--- src/common/atg_regs_pkg.sv ---
package atg_regs_pkg;

  // bus and pointer widths
  localparam int REG_DATA_W = 32;
  localparam int REG_COUNT  = 16;
  localparam int PTR_W      = 10;

  typedef logic [REG_DATA_W-1:0]   reg_word_t;
  typedef logic [REG_COUNT-1:0]    reg_sel_t;
  typedef logic [PTR_W-1:0]        cmd_ptr_t;
  typedef logic [REG_DATA_W/2-1:0] err_half_t;

  // run state machine where ACTIVE is the run enable
  typedef enum logic {
    RUN_IDLE,
    RUN_ACTIVE
  } run_state_t;

  // register decode lines
  localparam int REG_CTRL    = 0;
  localparam int REG_SLV_CTL = 1;
  localparam int REG_ERR_STS = 2;
  localparam int REG_ERR_EN  = 3;
  localparam int REG_MST_CTL = 4;
  localparam int REG_CONFIG  = 5;

  // field positions
  localparam int CTRL_ENABLE_BIT = 20;
  localparam int CTRL_LOOP_BIT   = 19;
  localparam int ERRSIG_EN_BIT   = 15;
  // run complete in status also drives the interrupt
  localparam int DONE_ERR_BIT    = 31;

  localparam logic [7:0] ATG_REV      = 8'h20;
  localparam reg_word_t  ERR_EN_RESET = 32'h8000_0000;
  localparam reg_word_t  SLV_CTL_MASK = 32'h000F_FFFF;
  localparam reg_word_t  MST_CTL_MASK = 32'h0000_FFFF;

endpackage

--- src/control/atg_run_ctl.sv ---
`timescale 1ns/1ps

module atg_run_ctl #(
  parameter int HLTP_REPEAT = 0
) (
  input  logic                    Clk,
  input  logic                    rst_l,
  input  atg_regs_pkg::reg_sel_t  wr_reg_decode,
  input  atg_regs_pkg::reg_word_t wr_reg_data,
  input  logic                    core_global_start,
  input  logic                    core_global_stop,
  input  logic                    mr_done,
  input  logic                    mw_done,
  input  atg_regs_pkg::cmd_ptr_t  mr_ptr_update,
  input  atg_regs_pkg::cmd_ptr_t  mw_ptr_update,
  output logic                    run_start,
  output logic                    run_done,
  output logic                    run_enable,
  output logic                    run_enable_late,
  output logic                    loop_enable,
  output atg_regs_pkg::cmd_ptr_t  mr_ptr,
  output atg_regs_pkg::cmd_ptr_t  mw_ptr
);
  import atg_regs_pkg::*;

  logic       start_q;
  logic       stop_q;
  logic       start_edge;
  logic       stop_edge;
  logic       wr_ctrl;
  logic       loop_set;
  logic       loop_clr;
  logic       en_d1;
  logic       en_d2;
  run_state_t run_state;

  // previous level of the global controls
  always_ff @(posedge Clk) begin
    if (!rst_l) begin
      start_q <= 1'b0;
      stop_q  <= 1'b0;
    end else begin
      start_q <= core_global_start;
      stop_q  <= core_global_stop;
    end
  end

  assign start_edge = core_global_start & ~start_q;
  assign stop_edge  = core_global_stop & ~stop_q;
  assign wr_ctrl    = wr_reg_decode[REG_CTRL];

  assign run_start = (wr_ctrl & wr_reg_data[CTRL_ENABLE_BIT]) | start_edge;
  assign run_done  = mr_done & mw_done;

  // set wins over clear
  always_ff @(posedge Clk) begin
    if (!rst_l) begin
      run_state <= RUN_IDLE;
    end else if (run_start) begin
      run_state <= RUN_ACTIVE;
    end else if (run_done) begin
      run_state <= RUN_IDLE;
    end
  end

  assign run_enable = (run_state == RUN_ACTIVE);

  assign loop_set = (wr_ctrl & wr_reg_data[CTRL_LOOP_BIT]) | (start_edge & (HLTP_REPEAT != 0));
  assign loop_clr = (wr_ctrl & ~wr_reg_data[CTRL_LOOP_BIT]) | stop_edge;

  always_ff @(posedge Clk) begin
    if (!rst_l) begin
      loop_enable <= 1'b0;
    end else if (loop_set) begin
      loop_enable <= 1'b1;
    end else if (loop_clr) begin
      loop_enable <= 1'b0;
    end
  end

  // late enable rises three cycles after run_enable and drops one cycle after it
  always_ff @(posedge Clk) begin
    if (!rst_l) begin
      en_d1           <= 1'b0;
      en_d2           <= 1'b0;
      run_enable_late <= 1'b0;
    end else begin
      en_d1           <= run_enable;
      en_d2           <= run_enable & en_d1;
      run_enable_late <= run_enable & en_d2;
    end
  end

  // live pointers return to zero at end of run
  always_ff @(posedge Clk) begin
    if (!rst_l || run_done) begin
      mr_ptr <= '0;
      mw_ptr <= '0;
    end else begin
      mr_ptr <= mr_ptr_update;
      mw_ptr <= mw_ptr_update;
    end
  end

endmodule

--- src/source/atg_ctl_regs.sv ---
`timescale 1ns/1ps

module atg_ctl_regs (
  input  logic                    Clk,
  input  logic                    rst_l,
  input  atg_regs_pkg::reg_sel_t  wr_reg_decode,
  input  atg_regs_pkg::reg_word_t wr_reg_data,
  output atg_regs_pkg::reg_word_t slv_ctl,
  output atg_regs_pkg::reg_word_t mst_ctl,
  output logic                    slv_errsig_en,
  output logic                    mst_errsig_en,
  output logic                    sgl_slv_rd,
  output logic                    sgl_slv_wr,
  output logic                    disallow_excl,
  output logic                    wrs_block_rds
);
  import atg_regs_pkg::*;

  always_ff @(posedge Clk) begin
    if (!rst_l) begin
      slv_ctl <= '0;
      mst_ctl <= '0;
    end else begin
      if (wr_reg_decode[REG_SLV_CTL]) begin
        slv_ctl <= wr_reg_data;
      end
      if (wr_reg_decode[REG_MST_CTL]) begin
        mst_ctl <= wr_reg_data;
      end
    end
  end

  // error signalling enables
  assign slv_errsig_en = slv_ctl[ERRSIG_EN_BIT];
  assign mst_errsig_en = mst_ctl[ERRSIG_EN_BIT];

  // slave side controls
  assign sgl_slv_rd    = slv_ctl[16];
  assign sgl_slv_wr    = slv_ctl[17];
  assign disallow_excl = slv_ctl[18];
  assign wrs_block_rds = slv_ctl[19];

endmodule

--- src/source/atg_read_mux.sv ---
`timescale 1ns/1ps

module atg_read_mux #(
  parameter int M_DATA_WIDTH = 32,
  parameter int S_DATA_WIDTH = 32,
  parameter int M_ID_WIDTH   = 1
) (
  input  atg_regs_pkg::reg_sel_t  rd_reg_decode,
  input  logic                    run_enable,
  input  logic                    loop_enable,
  input  atg_regs_pkg::reg_word_t slv_ctl,
  input  atg_regs_pkg::reg_word_t mst_ctl,
  input  atg_regs_pkg::reg_word_t err_sts,
  input  atg_regs_pkg::reg_word_t err_en,
  output atg_regs_pkg::reg_word_t rd_data
);
  import atg_regs_pkg::*;

  // width codes for the config word
  localparam logic [2:0] M_WIDTH_CODE = (M_DATA_WIDTH == 512) ? 3'd4 :
                                        (M_DATA_WIDTH == 256) ? 3'd3 :
                                        (M_DATA_WIDTH == 128) ? 3'd2 :
                                        (M_DATA_WIDTH == 64)  ? 3'd1 : 3'd0;
  localparam logic [2:0] S_WIDTH_CODE = (S_DATA_WIDTH == 64) ? 3'd1 : 3'd0;
  localparam logic [2:0] ID_FIELD     = 3'(M_ID_WIDTH - 1);

  reg_word_t rd_words [REG_COUNT];

  always_comb begin
    for (int i = 0; i < REG_COUNT; i++) begin
      rd_words[i] = '0;
    end
    rd_words[REG_CTRL][31:24]          = ATG_REV;
    rd_words[REG_CTRL][23:21]          = ID_FIELD;
    rd_words[REG_CTRL][CTRL_ENABLE_BIT] = run_enable;
    rd_words[REG_CTRL][CTRL_LOOP_BIT]   = loop_enable;
    rd_words[REG_SLV_CTL]              = slv_ctl & SLV_CTL_MASK;
    rd_words[REG_ERR_STS]              = err_sts;
    rd_words[REG_ERR_EN]               = err_en;
    rd_words[REG_MST_CTL]              = mst_ctl & MST_CTL_MASK;
    rd_words[REG_CONFIG][30:28]        = M_WIDTH_CODE;
    rd_words[REG_CONFIG][27:25]        = S_WIDTH_CODE;
    // full build only
    rd_words[REG_CONFIG][24]           = 1'b1;
  end

  // or of every selected word
  always_comb begin
    rd_data = '0;
    for (int i = 0; i < REG_COUNT; i++) begin
      if (rd_reg_decode[i]) begin
        rd_data = rd_data | rd_words[i];
      end
    end
  end

endmodule

--- src/source/atg_regs_top.sv ---
`timescale 1ns/1ps

module atg_regs_top #(
  parameter int HLTP_REPEAT  = 1,
  parameter int M_DATA_WIDTH = 64,
  parameter int S_DATA_WIDTH = 32,
  parameter int M_ID_WIDTH   = 4
) (
  input  logic                    Clk,
  input  logic                    rst_l,
  input  atg_regs_pkg::reg_sel_t  wr_reg_decode,
  input  atg_regs_pkg::reg_word_t wr_reg_data,
  input  atg_regs_pkg::reg_sel_t  rd_reg_decode,
  output atg_regs_pkg::reg_word_t rd_reg_data,
  input  logic                    core_global_start,
  input  logic                    core_global_stop,
  input  logic                    mr_done,
  input  logic                    mw_done,
  input  atg_regs_pkg::cmd_ptr_t  mr_ptr_update,
  input  atg_regs_pkg::cmd_ptr_t  mw_ptr_update,
  input  atg_regs_pkg::err_half_t err_new_slv,
  input  logic                    mr_unexp,
  input  logic                    b_resp_unexp,
  input  logic                    b_resp_bad,
  input  logic                    mr_resp_bad,
  input  logic                    mr_bad_last,
  output logic                    run_enable,
  output logic                    run_enable_late,
  output logic                    loop_enable,
  output atg_regs_pkg::cmd_ptr_t  mr_ptr,
  output atg_regs_pkg::cmd_ptr_t  mw_ptr,
  output logic                    sgl_slv_rd,
  output logic                    sgl_slv_wr,
  output logic                    disallow_excl,
  output logic                    wrs_block_rds,
  output logic                    err_out,
  output logic                    irq_out
);
  import atg_regs_pkg::*;

  logic      run_start;
  logic      run_done;
  logic      slv_errsig_en;
  logic      mst_errsig_en;
  reg_word_t slv_ctl;
  reg_word_t mst_ctl;
  reg_word_t err_sts;
  reg_word_t err_en;

  atg_run_ctl #(
    .HLTP_REPEAT (HLTP_REPEAT)
  ) atg_run_ctl_inst (
    .Clk               (Clk),
    .rst_l             (rst_l),
    .wr_reg_decode     (wr_reg_decode),
    .wr_reg_data       (wr_reg_data),
    .core_global_start (core_global_start),
    .core_global_stop  (core_global_stop),
    .mr_done           (mr_done),
    .mw_done           (mw_done),
    .mr_ptr_update     (mr_ptr_update),
    .mw_ptr_update     (mw_ptr_update),
    .run_start         (run_start),
    .run_done          (run_done),
    .run_enable        (run_enable),
    .run_enable_late   (run_enable_late),
    .loop_enable       (loop_enable),
    .mr_ptr            (mr_ptr),
    .mw_ptr            (mw_ptr)
  );

  atg_err_status atg_err_status_inst (
    .Clk           (Clk),
    .rst_l         (rst_l),
    .wr_reg_decode (wr_reg_decode),
    .wr_reg_data   (wr_reg_data),
    .run_start     (run_start),
    .run_done      (run_done),
    .slv_errsig_en (slv_errsig_en),
    .mst_errsig_en (mst_errsig_en),
    .err_new_slv   (err_new_slv),
    .mr_unexp      (mr_unexp),
    .b_resp_unexp  (b_resp_unexp),
    .b_resp_bad    (b_resp_bad),
    .mr_resp_bad   (mr_resp_bad),
    .mr_bad_last   (mr_bad_last),
    .err_sts       (err_sts),
    .err_en        (err_en),
    .err_out       (err_out),
    .irq_out       (irq_out)
  );

  atg_ctl_regs atg_ctl_regs_inst (
    .Clk           (Clk),
    .rst_l         (rst_l),
    .wr_reg_decode (wr_reg_decode),
    .wr_reg_data   (wr_reg_data),
    .slv_ctl       (slv_ctl),
    .mst_ctl       (mst_ctl),
    .slv_errsig_en (slv_errsig_en),
    .mst_errsig_en (mst_errsig_en),
    .sgl_slv_rd    (sgl_slv_rd),
    .sgl_slv_wr    (sgl_slv_wr),
    .disallow_excl (disallow_excl),
    .wrs_block_rds (wrs_block_rds)
  );

  atg_read_mux #(
    .M_DATA_WIDTH (M_DATA_WIDTH),
    .S_DATA_WIDTH (S_DATA_WIDTH),
    .M_ID_WIDTH   (M_ID_WIDTH)
  ) atg_read_mux_inst (
    .rd_reg_decode (rd_reg_decode),
    .run_enable    (run_enable),
    .loop_enable   (loop_enable),
    .slv_ctl       (slv_ctl),
    .mst_ctl       (mst_ctl),
    .err_sts       (err_sts),
    .err_en        (err_en),
    .rd_data       (rd_reg_data)
  );

endmodule

--- src/status/atg_err_status.sv ---
`timescale 1ns/1ps

module atg_err_status (
  input  logic                    Clk,
  input  logic                    rst_l,
  input  atg_regs_pkg::reg_sel_t  wr_reg_decode,
  input  atg_regs_pkg::reg_word_t wr_reg_data,
  input  logic                    run_start,
  input  logic                    run_done,
  input  logic                    slv_errsig_en,
  input  logic                    mst_errsig_en,
  input  atg_regs_pkg::err_half_t err_new_slv,
  input  logic                    mr_unexp,
  input  logic                    b_resp_unexp,
  input  logic                    b_resp_bad,
  input  logic                    mr_resp_bad,
  input  logic                    mr_bad_last,
  output atg_regs_pkg::reg_word_t err_sts,
  output atg_regs_pkg::reg_word_t err_en,
  output logic                    err_out,
  output logic                    irq_out
);
  import atg_regs_pkg::*;

  err_half_t err_new_mst;
  reg_word_t err_new;
  reg_word_t sts_kept;
  logic      err_detect;

  // master half holds run complete on top and response errors at 20:16
  assign err_new_mst = {run_done, 10'b0, mr_unexp, b_resp_unexp, b_resp_bad,
                        mr_resp_bad, mr_bad_last};
  assign err_new     = {err_new_mst, err_new_slv};

  always_ff @(posedge Clk) begin
    if (!rst_l) begin
      err_en <= ERR_EN_RESET;
    end else if (wr_reg_decode[REG_ERR_EN]) begin
      err_en <= wr_reg_data;
    end
  end

  // write one to clear
  assign sts_kept = wr_reg_decode[REG_ERR_STS] ? (err_sts & ~wr_reg_data) : err_sts;

  always_ff @(posedge Clk) begin
    if (!rst_l) begin
      err_sts <= '0;
    end else if (run_start) begin
      // fresh run starts from a clean status
      err_sts <= '0;
    end else begin
      err_sts <= sts_kept | (err_en & err_new);
    end
  end

  assign err_detect = (slv_errsig_en & (|err_sts[15:0])) |
                      (mst_errsig_en & (|err_sts[DONE_ERR_BIT-1:16]));

  always_ff @(posedge Clk) begin
    if (!rst_l) begin
      err_out <= 1'b0;
    end else begin
      err_out <= err_detect;
    end
  end

  assign irq_out = err_sts[DONE_ERR_BIT];

endmodule

--- config.mk ---
export PLATFORM = sky130hd
export DESIGN_NAME = atg_regs_top
export DESIGN_NICKNAME = d
export VERILOG_FILES = /design/src/common/atg_regs_pkg.sv /design/src/control/atg_run_ctl.sv /design/src/source/atg_ctl_regs.sv /design/src/source/atg_read_mux.sv /design/src/source/atg_regs_top.sv /design/src/status/atg_err_status.sv
export SDC_FILE = /design/constraint.sdc
export NUM_CORES = 1
export LEC_CHECK = 0
export BUFFER_PORTS_ARGS = -buffer_cell sky130_fd_sc_hd__buf_2
export CAP_MARGIN = 20
export CORE_ASPECT_RATIO = 1.5
export CORE_UTILIZATION = 50
export DETAILED_ROUTE_END_ITERATION = 7
export PLACE_DENSITY_LB_ADDON = 0.3
export REMOVE_ABC_BUFFERS = 1
export SYNTH_ARGS = -nofsm -noshare
export SYNTH_HDL_FRONTEND = slang
export SYNTH_SLANG_ARGS = --single-unit
--- constraint.sdc ---
create_clock -name Clk -period 1.3 [get_ports Clk]
set_input_delay 0.065 -clock Clk [delete_from_list [all_inputs] [get_ports Clk]]
set_output_delay 0.065 -clock Clk [all_outputs]
set_load 0.01 [all_outputs]
# --- Word-level counts from Yosys, hierarchy flattened ---
# Index checks and enable logic that the tools add are counted.
op_classes:
  mux: 11
  n_bitwise: 26
  reduce_logical: 7
op_table:
  columns: ["op", "count"]
  rows:
  - ["2-to-1 mux 32 bit", 5]
  - ["OR 32 bit", 3]
  - ["bitwise AND 32 bit", 2]
  - ["inverter 32 bit", 1]
  - ["OR 32 x 16 -> 32 bit", 1]
  - ["2-to-1 mux 30 bit", 1]
  - ["OR 30 x 20 -> 30 bit", 1]
  - ["2-to-1 mux 29 bit", 1]
  - ["OR reduction 16 bit", 1]
  - ["OR reduction 15 bit", 1]
  - ["bitwise AND 1 bit", 10]
  - ["2-to-1 mux 1 bit", 4]
  - ["inverter 1 bit", 4]
  - ["OR 1 bit", 4]
  - ["nonzero test 2 bit", 2]
  - ["OR reduction 2 bit", 1]
  - ["logical NOT 1 bit", 1]
  - ["logical OR 1 bit", 1]
totals:
  register_bits: 128
  inputBits: 111
  elab_cells: 58

# --- Logic depth before layout (Yosys ltp) ---
# Gate-level depths: netlist of the first run.
logic_depth:
  word_depth: 10
  depth_mapped: 4
  ltp_nobuf: 3

# --- Cells and area by module ---
# A second synthesis of the first run with hierarchy kept.
hier_totals:
  cells_unflattened: 600
  hier_area_um2: 6308.6
modules_own_cells:
  columns: ["mod", "n_inst", "cells_each", "area_each_um2", "seq_area_each_um2"]
  rows:
  - ["atg_ctl_regs", 1, 213, 2537.4, 1281.2]
  - ["atg_err_status", 1, 242, 2424.8, 1301.2]
  - ["atg_run_ctl", 1, 65, 814.5, 540.5]
  - ["atg_read_mux", 1, 80, 531.8, 0.0]

# --- Least setup slack after synthesis of the first run ---
# No wires, ideal clock.
synth_path:
  path_kind: "reg2reg"
  start: "reg atg_err_status_inst.err_sts[27]"
  end: "reg atg_err_status_inst.err_out"
  arrival_time_ns: 0.865
  required_time_ns: 1.184
  setup_slack_ns: 0.320
  stages_incl_launch_ff: 4
  path_buffers: 0
  synth_period_minus_slack_ns: 0.980
  cell_sequence: "dfxtp_1 -> nor4_2 -> nand4_1 -> a31o_1"
synth_via:
  elab_chain_len: 3
synth_lines:
  columns: ["item", "line_no", "source"]
  rows:
  - ["start, declared", "atg_err_status.sv:18", "output atg_regs_pkg::reg_word_t err_sts,"]
  - ["start signal, assigned", "atg_err_status.sv:53", "err_sts <= sts_kept | (err_en & err_new);"]
  - ["OR reduction 15 bit", "atg_err_status.sv:58", "(mst_errsig_en & (|err_sts[DONE_ERR_BIT-1:16]));"]
  - ["bitwise AND 1 bit", "atg_err_status.sv:58", null]
  - ["OR 1 bit", "atg_err_status.sv:57", "assign err_detect = (slv_errsig_en & (|err_sts[15:0])) |"]
  - ["end signal, assigned", "atg_err_status.sv:64", "err_out <= err_detect;"]
  - ["end, declared", "atg_err_status.sv:20", "output logic err_out,"]
# Every way passes these cells.
# A chain may end at the register's enable or synchronous reset.

# --- Worst setup path after layout of the first run ---
layout_path:
  start: "reg atg_ctl_regs_inst.slv_ctl[18]"
  end: "out rd_reg_data[18]"
layout_via:
  elab_chain_len: 9
layout_lines:
  columns: ["item", "line_no", "source"]
  rows:
  - ["start, declared", "atg_ctl_regs.sv:8", "output atg_regs_pkg::reg_word_t slv_ctl,"]
  - ["start signal, assigned", "atg_ctl_regs.sv:25", "slv_ctl <= wr_reg_data;"]
  - ["OR 30 x 20 -> 30 bit (*)", "atg_read_mux.sv:52", "rd_data = rd_data | rd_words[i];"]
  - ["2-to-1 mux 32 bit (*)", "atg_read_mux.sv:51", "if (rd_reg_decode[i]) begin"]
  - ["OR 32 bit", "atg_read_mux.sv:52", null]
  - ["2-to-1 mux 32 bit (*)", "atg_read_mux.sv:51", null]
  - ["OR 32 bit", "atg_read_mux.sv:52", null]
  - ["2-to-1 mux 32 bit (*)", "atg_read_mux.sv:51", null]
  - ["OR 32 x 16 -> 32 bit", "atg_read_mux.sv:52", null]
  - ["2-to-1 mux 32 bit (*)", "atg_read_mux.sv:51", null]
  - ["2-to-1 mux 29 bit (*)", "atg_read_mux.sv:51", null]
  - ["end, declared", "atg_regs_top.sv:14", "output atg_regs_pkg::reg_word_t rd_reg_data,"]
# Mark *: on every way between the ends. The rest lies on a longest branch, timed or not.

==> impl_metrics.json, run 1 <==
{
  "routedWlPerCell_um": 17.6,
  "die-area_sq_um": 10300,
  "antenna_cells": 0,
  "crit_path_end_kind": "primary output",
  "synth_simple_gate_area_frac": 0.179,
  "utilization": 0.757,
  "fp-row-count": 44,
  "post-place-ws_ns": 0.00350,
  "path_class": "reg2out",
  "synthCells": 505,
  "via_per_inst": 5.54,
  "final_cell_mix": "150 x buf_2, 118 x dfxtp_1, 89 x nor2_1",
  "yosys-mux-area-fraction": 0.138,
  "dr_wl_met3_um": 933,
  "p_comb_frac": 0.124,
  "cts.sinks": 128,
  "syn_area_per_cell_sq_um": 9.80,
  "swShare": 0.230,
  "netlist_area_sq_um": 4950,
  "synth_top_family_by_area": "simple AND/OR/NAND/NOR gates",
  "worst_clock_skew_ns": 0.00542,
  "final_antenna_net_count": 0,
  "multi_input_area_sq_um": 2190,
  "htreeDepth": 4,
  "ios": 172,
  "drv_cap": 0,
  "seq_power_share": 0.411,
  "outcome": "complete, but fails checks",
  "vdd_drop_max_mv": 1.21,
  "wl_met1_mm": 5.66,
  "fin_cells": 862,
  "yosys.cell_types.count": 30,
  "drive_gt1_frac": 0.284,
  "fin_hold_ws_ns": -0.0234,
  "dr_wl_met2_mm": 8.19,
  "violations": "DRC, hold timing, setup timing",
  "p_clk_frac": 0.464,
  "rsz0062_at_grt": "yes",
  "crit_fanout": 3,
  "worst_slew_pin_slew_ns": 0.756,
  "finalCritPeriodShare": 1.04,
  "grt_pass1_vias": 4988,
  "synth_compound_area_frac": 0.120,
  "required_ns": 1.24,
  "die_w_um": 83.2,
  "grt_pass1_wl_mm": 23.9,
  "fin_nets": 847,
  "dp_cells": 744,
  "p_sw_mw": 2.36,
  "cts_tree": "built",
  "portBuffers": 150,
  "synth_seq_cells": 128,
  "fillers": 639,
  "drt-total-wl_mm": 15.1,
  "drc": 1,
  "seq_area_frac_synth": 0.518,
  "gp_congestion": 0.745,
  "period_needed_ns": 1.35,
  "timing.fmax_mhz": 739,
  "hp-class": "in2reg",
  "synth_xor_xnor_area_share": 0,
  "finalHoldViolations": 1,
  "clock-root-buffer": "clkbuf_16",
  "grt_overflow_total": 0,
  "clk_pin_slew_ns": 0.05,
  "num_vias": 4775,
  "maxSlewHeadroom": 0.496,
  "grtUsageTotal": 0.297,
  "first_iter_violations": 241,
  "dp_hpwl_mm": 8.53,
  "fp.dieH_um": 124,
  "layout_setup_ws_ns": -0.0523,
  "ys_warn_count": 0,
  "internal-power_mw": 7.91,
  "pwr_density_cell_nw_per_um2": 1410,
  "clk_path_buf_depth": 2,
  "power.leakage_nw": 3.54,
  "grt_max_degree": 53,
  "p_total_mw": 10.3,
  "area.growth.synth_to_final_pct": 47.4,
  "setup_violations": 4,
  "synth_fa_ha_area_frac": 0,
  "top_layer_used": "met4",
  "initial_core_util": 0.514,
  "antenna_found_initial": 0,
  "seq_area_sq_um": 2570,
  "coreArea_sq_um": 9630,
  "mostFrequentLayoutCell": "buf_2",
  "drt-pass1-iter-count": 7,
  "crit_arrival_ns": 1.29,
  "cts_made_buffers": 17,
  "critPathLaunchType": "register",
  "slew_violations": 0,
  "clkLatencyLatePin_ns": 0.41
}
synthesized netlist by cell type, drive strengths merged:
cell    number  area share
a221o        5       0.010
a222oi       4      0.0081
a22o         6       0.011
a22oi       55       0.083
a31o         1      0.0018
a31oi        2      0.0025
a32oi        1      0.0018
a41oi        1      0.0018
and2         3      0.0038
and3        33       0.042
buf         25       0.033
clkbuf      11      0.0086
dfxtp      128        0.52
inv          5      0.0038
mux2i       68        0.14
nand2       55       0.042
nand2b       2      0.0040
nand3        1      0.0010
nand3b       1      0.0015
nand4        1      0.0013
nor2        89       0.068
nor3         1      0.0010
nor4         7       0.015
worst max-delay path: stages (launching register included):
cell and delay [ns]:
dfxtp_1 0.32, a222oi_1 0.35, inv_1 0.07, buf_2 0.14
logic make-up after synthesis:
kind of cell / Yosys count
flops: 128
simple gates: 193
compound gates: 75
mux: 68
buf+inv: 41
per-stage QoR:
| step | setup TNS [ns] | area, sq um |
|---|---|---|
| 2_1_floorplan | 0 | 4740 |
| 3_3_place_gp | 0 | 5770 |
| 3_5_place_dp | 0 | 5770 |
| 4_1_cts | -0.154 | 7290 |
| 5_1_grt | -0.357 | 7290 |
| 6_report | -0.0977 | 7290 |
registers in the layout (all words and copies together), names as in the netlist:
name and flops:
atg_ctl_regs_inst.mst_ctl 16, atg_run_ctl_inst.mw_ptr 10, atg_run_ctl_inst.start_q 1, atg_run_ctl_inst.run_enable_late 1
atg_run_ctl_inst.run_enable 1, atg_ctl_regs_inst.slv_ctl 20, atg_err_status_inst.err_sts 32, atg_run_ctl_inst.stop_q 1
atg_run_ctl_inst.mr_ptr 10, atg_run_ctl_inst.en_d1 1, atg_err_status_inst.err_out 1, atg_err_status_inst.err_en 32
atg_run_ctl_inst.loop_enable 1, atg_run_ctl_inst.en_d2 1
cell type report:
cell class,instances,share of cell area
timing repair buffer,248,0.242
clock inverter,4,0.00995
multi-input combinational,336,0.300
clock buffer,26,0.0726
sequential,128,0.353
inverter,5,0.00257
tap,115,0.0197
power by group through the flow:
stage               logic (mW)  clock network [mW]  registers, mW
floorplan                0.450                   0           4.30
global placement          1.02                   0           4.29
detailed placement        1.04                   0           4.30
CTS                       1.26                4.81           4.22
global route              1.37                4.98           4.24
finish                    1.28                4.77           4.23
metal layers:
metal	global-route usage	up-vias
li1	-	2250
met1	0.307	2288
met2	0.557	209
met3	0.0716	28
met4	0.154	0
met5	0	-
path summary, 6_finish.rpt:
check | to | depth (start not counted) | slack, ns | startpoint
setup reg to reg | atg_err_status_inst.err_sts[9] | 3 | 0.06 | atg_err_status_inst.err_sts[9]
setup / recovery | rd_reg_data[18] | 3 | -0.05 | atg_ctl_regs_inst.slv_ctl[18]
hold reg to reg | atg_run_ctl_inst.en_d2 | 1 | 0.47 | atg_run_ctl_inst.en_d1
hold / removal | atg_err_status_inst.err_sts[31] | 3 | -0.02 | mr_done
what timing repair did:
action / in CTS / in global routing
buffers inserted: 1 / 1
cloned: 0 / 0
hold buffers: 89 / 0
gates resized for setup: 6 / 9
pin swaps: 3 / 2
setup endpoints to repair: 5 / 16
endpoints found under the hold margin: 125 / 0
(Power assumes the default switching activity.)
==> inputs of run 2 (changes only) <==
--- a/config.mk
+++ b/config.mk
@@ -8,7 +8,7 @@
 export BUFFER_PORTS_ARGS = -buffer_cell sky130_fd_sc_hd__buf_2
 export CAP_MARGIN = 20
 export CORE_ASPECT_RATIO = 1.5
-export CORE_UTILIZATION = 50
+export CORE_UTILIZATION = 53
 export DETAILED_ROUTE_END_ITERATION = 7
 export PLACE_DENSITY_LB_ADDON = 0.3
 export REMOVE_ABC_BUFFERS = 1
==> constraint.sdc (replaced) <==
create_clock -name Clk -period 1.7 [get_ports Clk]
set_input_delay 0.085 -clock Clk [delete_from_list [all_inputs] [get_ports Clk]]
set_output_delay 0.085 -clock Clk [all_outputs]
set_load 0.01 [all_outputs]
==> impl_metrics.json, run 2 (synthesized netlist as in run 1, its figures left out) <==
{
  "outcome": "complete, no violations",
  "power.leakage_nw": 3.47,
  "antenna_cells": 0,
  "coreArea_sq_um": 8930,
  "crit_arrival_ns": 1.34,
  "crit_path_end_kind": "primary output",
  "area.growth.synth_to_final_pct": 43.5,
  "pwr_density_cell_nw_per_um2": 1070,
  "grt_pass1_vias": 4957,
  "worst_slew_pin_slew_ns": 0.578,
  "antenna_found_initial": 0,
  "grt_max_degree": 52,
  "crit_start": "atg_run_ctl_inst.run_enable",
  "setup_tns_ns": 0,
  "critPathTopFamily": "compound AO/OA/AOI/OAI gates",
  "num_vias": 4740,
  "rsz0062_at_grt": "no",
  "path_buf_inv": 2,
  "fin_cells": 848,
  "dp_cells": 737,
  "portBuffers": 150,
  "cts_setup_buffers": 0,
  "period_needed_ns": 1.43,
  "htreeDepth": 4,
  "drive_gt1_frac": 0.260,
  "path_class": "reg2out",
  "drc": 0,
  "grt_pass1_wl_mm": 23.1,
  "clk_path_buf_depth": 2,
  "slew_violations": 0,
  "ios": 172,
  "gp_congestion": 0.769,
  "die-area_sq_um": 9730,
  "clkLatencyLatePin_ns": 0.40,
  "dp_hpwl_mm": 8.49,
  "hp-start": "rst_l",
  "clk_pin_slew_ns": 0.05,
  "crit_fanout": 6,
  "worst_clock_skew_ns": 0.00639,
  "fp.dieH_um": 120,
  "mostFrequentLayoutCell": "buf_2",
  "final_cell_mix": "150 x buf_2, 128 x dfxtp_1, 89 x nor2_1",
  "vdd_drop_max_mv": 1.12,
  "layout_setup_ws_ns": 0.275,
  "timing.fmax_mhz": 702,
  "drv_cap": 0,
  "fin_hold_ws_ns": 0.122,
  "via_per_inst": 5.59,
  "setup_violations": 0,
  "die_w_um": 80.9,
  "required_ns": 1.62,
  "cts_made_buffers": 17,
  "slowest_delay_ns": 0.37,
  "clock-root-buffer": "clkbuf_16",
  "fin_nets": 837,
  "routedWlPerCell_um": 17.5,
  "final_antenna_net_count": 0,
  "maxSlewHeadroom": 0.614,
  "critPathLaunchType": "register",
  "initial_core_util": 0.554,
  "post-place-ws_ns": 0.483,
  "critPathSlowestCell": "a222oi_1",
  "finalHoldViolations": 0,
  "drt-total-wl_mm": 14.8,
  "path_cells": "a222oi_1 -> inv_1 -> buf_2",
  "reg.largest.list": "atg_err_status_inst.err_en: 32 flops, atg_err_status_inst.err_sts: 32 flops, atg_ctl_regs_inst.slv_ctl: 20 flops",
  "cts.sinks": 128,
  "hp-class": "in2reg",
  "fp-row-count": 42,
  "cts_tree": "built",
  "grtUsageTotal": 0.313,
  "r2r-start": "atg_err_status_inst.err_sts[14]",
  "grt_overflow_total": 0,
  "utilization": 0.795,
  "first_iter_violations": 259,
  "finalCritPeriodShare": 0.838,
  "drt-pass1-iter-count": 7
}
[run 2: cell types whose count changed in the layout (fill, tap and decap cells not counted), sizes merged]
| cell | before | now |
|---|---|---|
| buf | 162 | 158 |
| clkbuf | 26 | 24 |
| clkinv | 1 | 5 |
| clkinvlp | 1 | 0 |
| dlygate4sd3 | 86 | 80 |
[run 2: path summary, 6_finish.rpt]
| kind | endpoint | slack (ns) | cells past startpoint |
|---|---|---|---|
| max | rd_reg_data[20] | 0.27 | 3 |
| min | atg_err_status_inst.err_en[6] | 0.12 | 3 |
| max reg2reg | atg_err_status_inst.err_out | 0.44 | 3 |
| min reg2reg | atg_run_ctl_inst.run_enable_late | 0.47 | 1 |
[run 2: layout make-up]
type,instances,area (sq um)
Clock buffer,24,472
Clock inverter,7,85.1
Fill cell,586,1840
Inverter,5,18.8
Multi-Input combinational cell,336,2160
Sequential cell,128,2560
Tap cell,110,138
Timing Repair Buffer,238,1660
[run 2: metrics by stage]
stage	total power, mW	instance area (sq um)
floorplan	3.63	4740
global placement	4.04	5740
detailed placement	4.07	5740
CTS	7.62	7100
global route	7.86	7100
finish	7.60	7100
[run 2: report_power, final]
group | switching (mW) | internal [mW] | total (mW)
Sequential | 0.0828 | 3.15 | 3.23
Combinational | 0.478 | 0.473 | 0.952
Clock | 1.20 | 2.21 | 3.42
[run 2: routing by layer]
layer  track usage  up-vias  wire length, um
met5             0        -                0
met4         0.154        0              263
met2         0.562      235             7770
met1         0.326     2254             5580
li1              -     2227                -
met3        0.0830       24             1210
[run 2: worst min-delay path, stage by stage]
cell and delay (ns):
buf_2 0.11, inv_2 0.15, nor2_1 0.13
[run 2: repair_timing]
item | 4_1_cts | 5_1_grt
hold buffers | 80 | 0
endpoints found under the hold margin | 113 | 0
gates resized for setup | 0 | 0
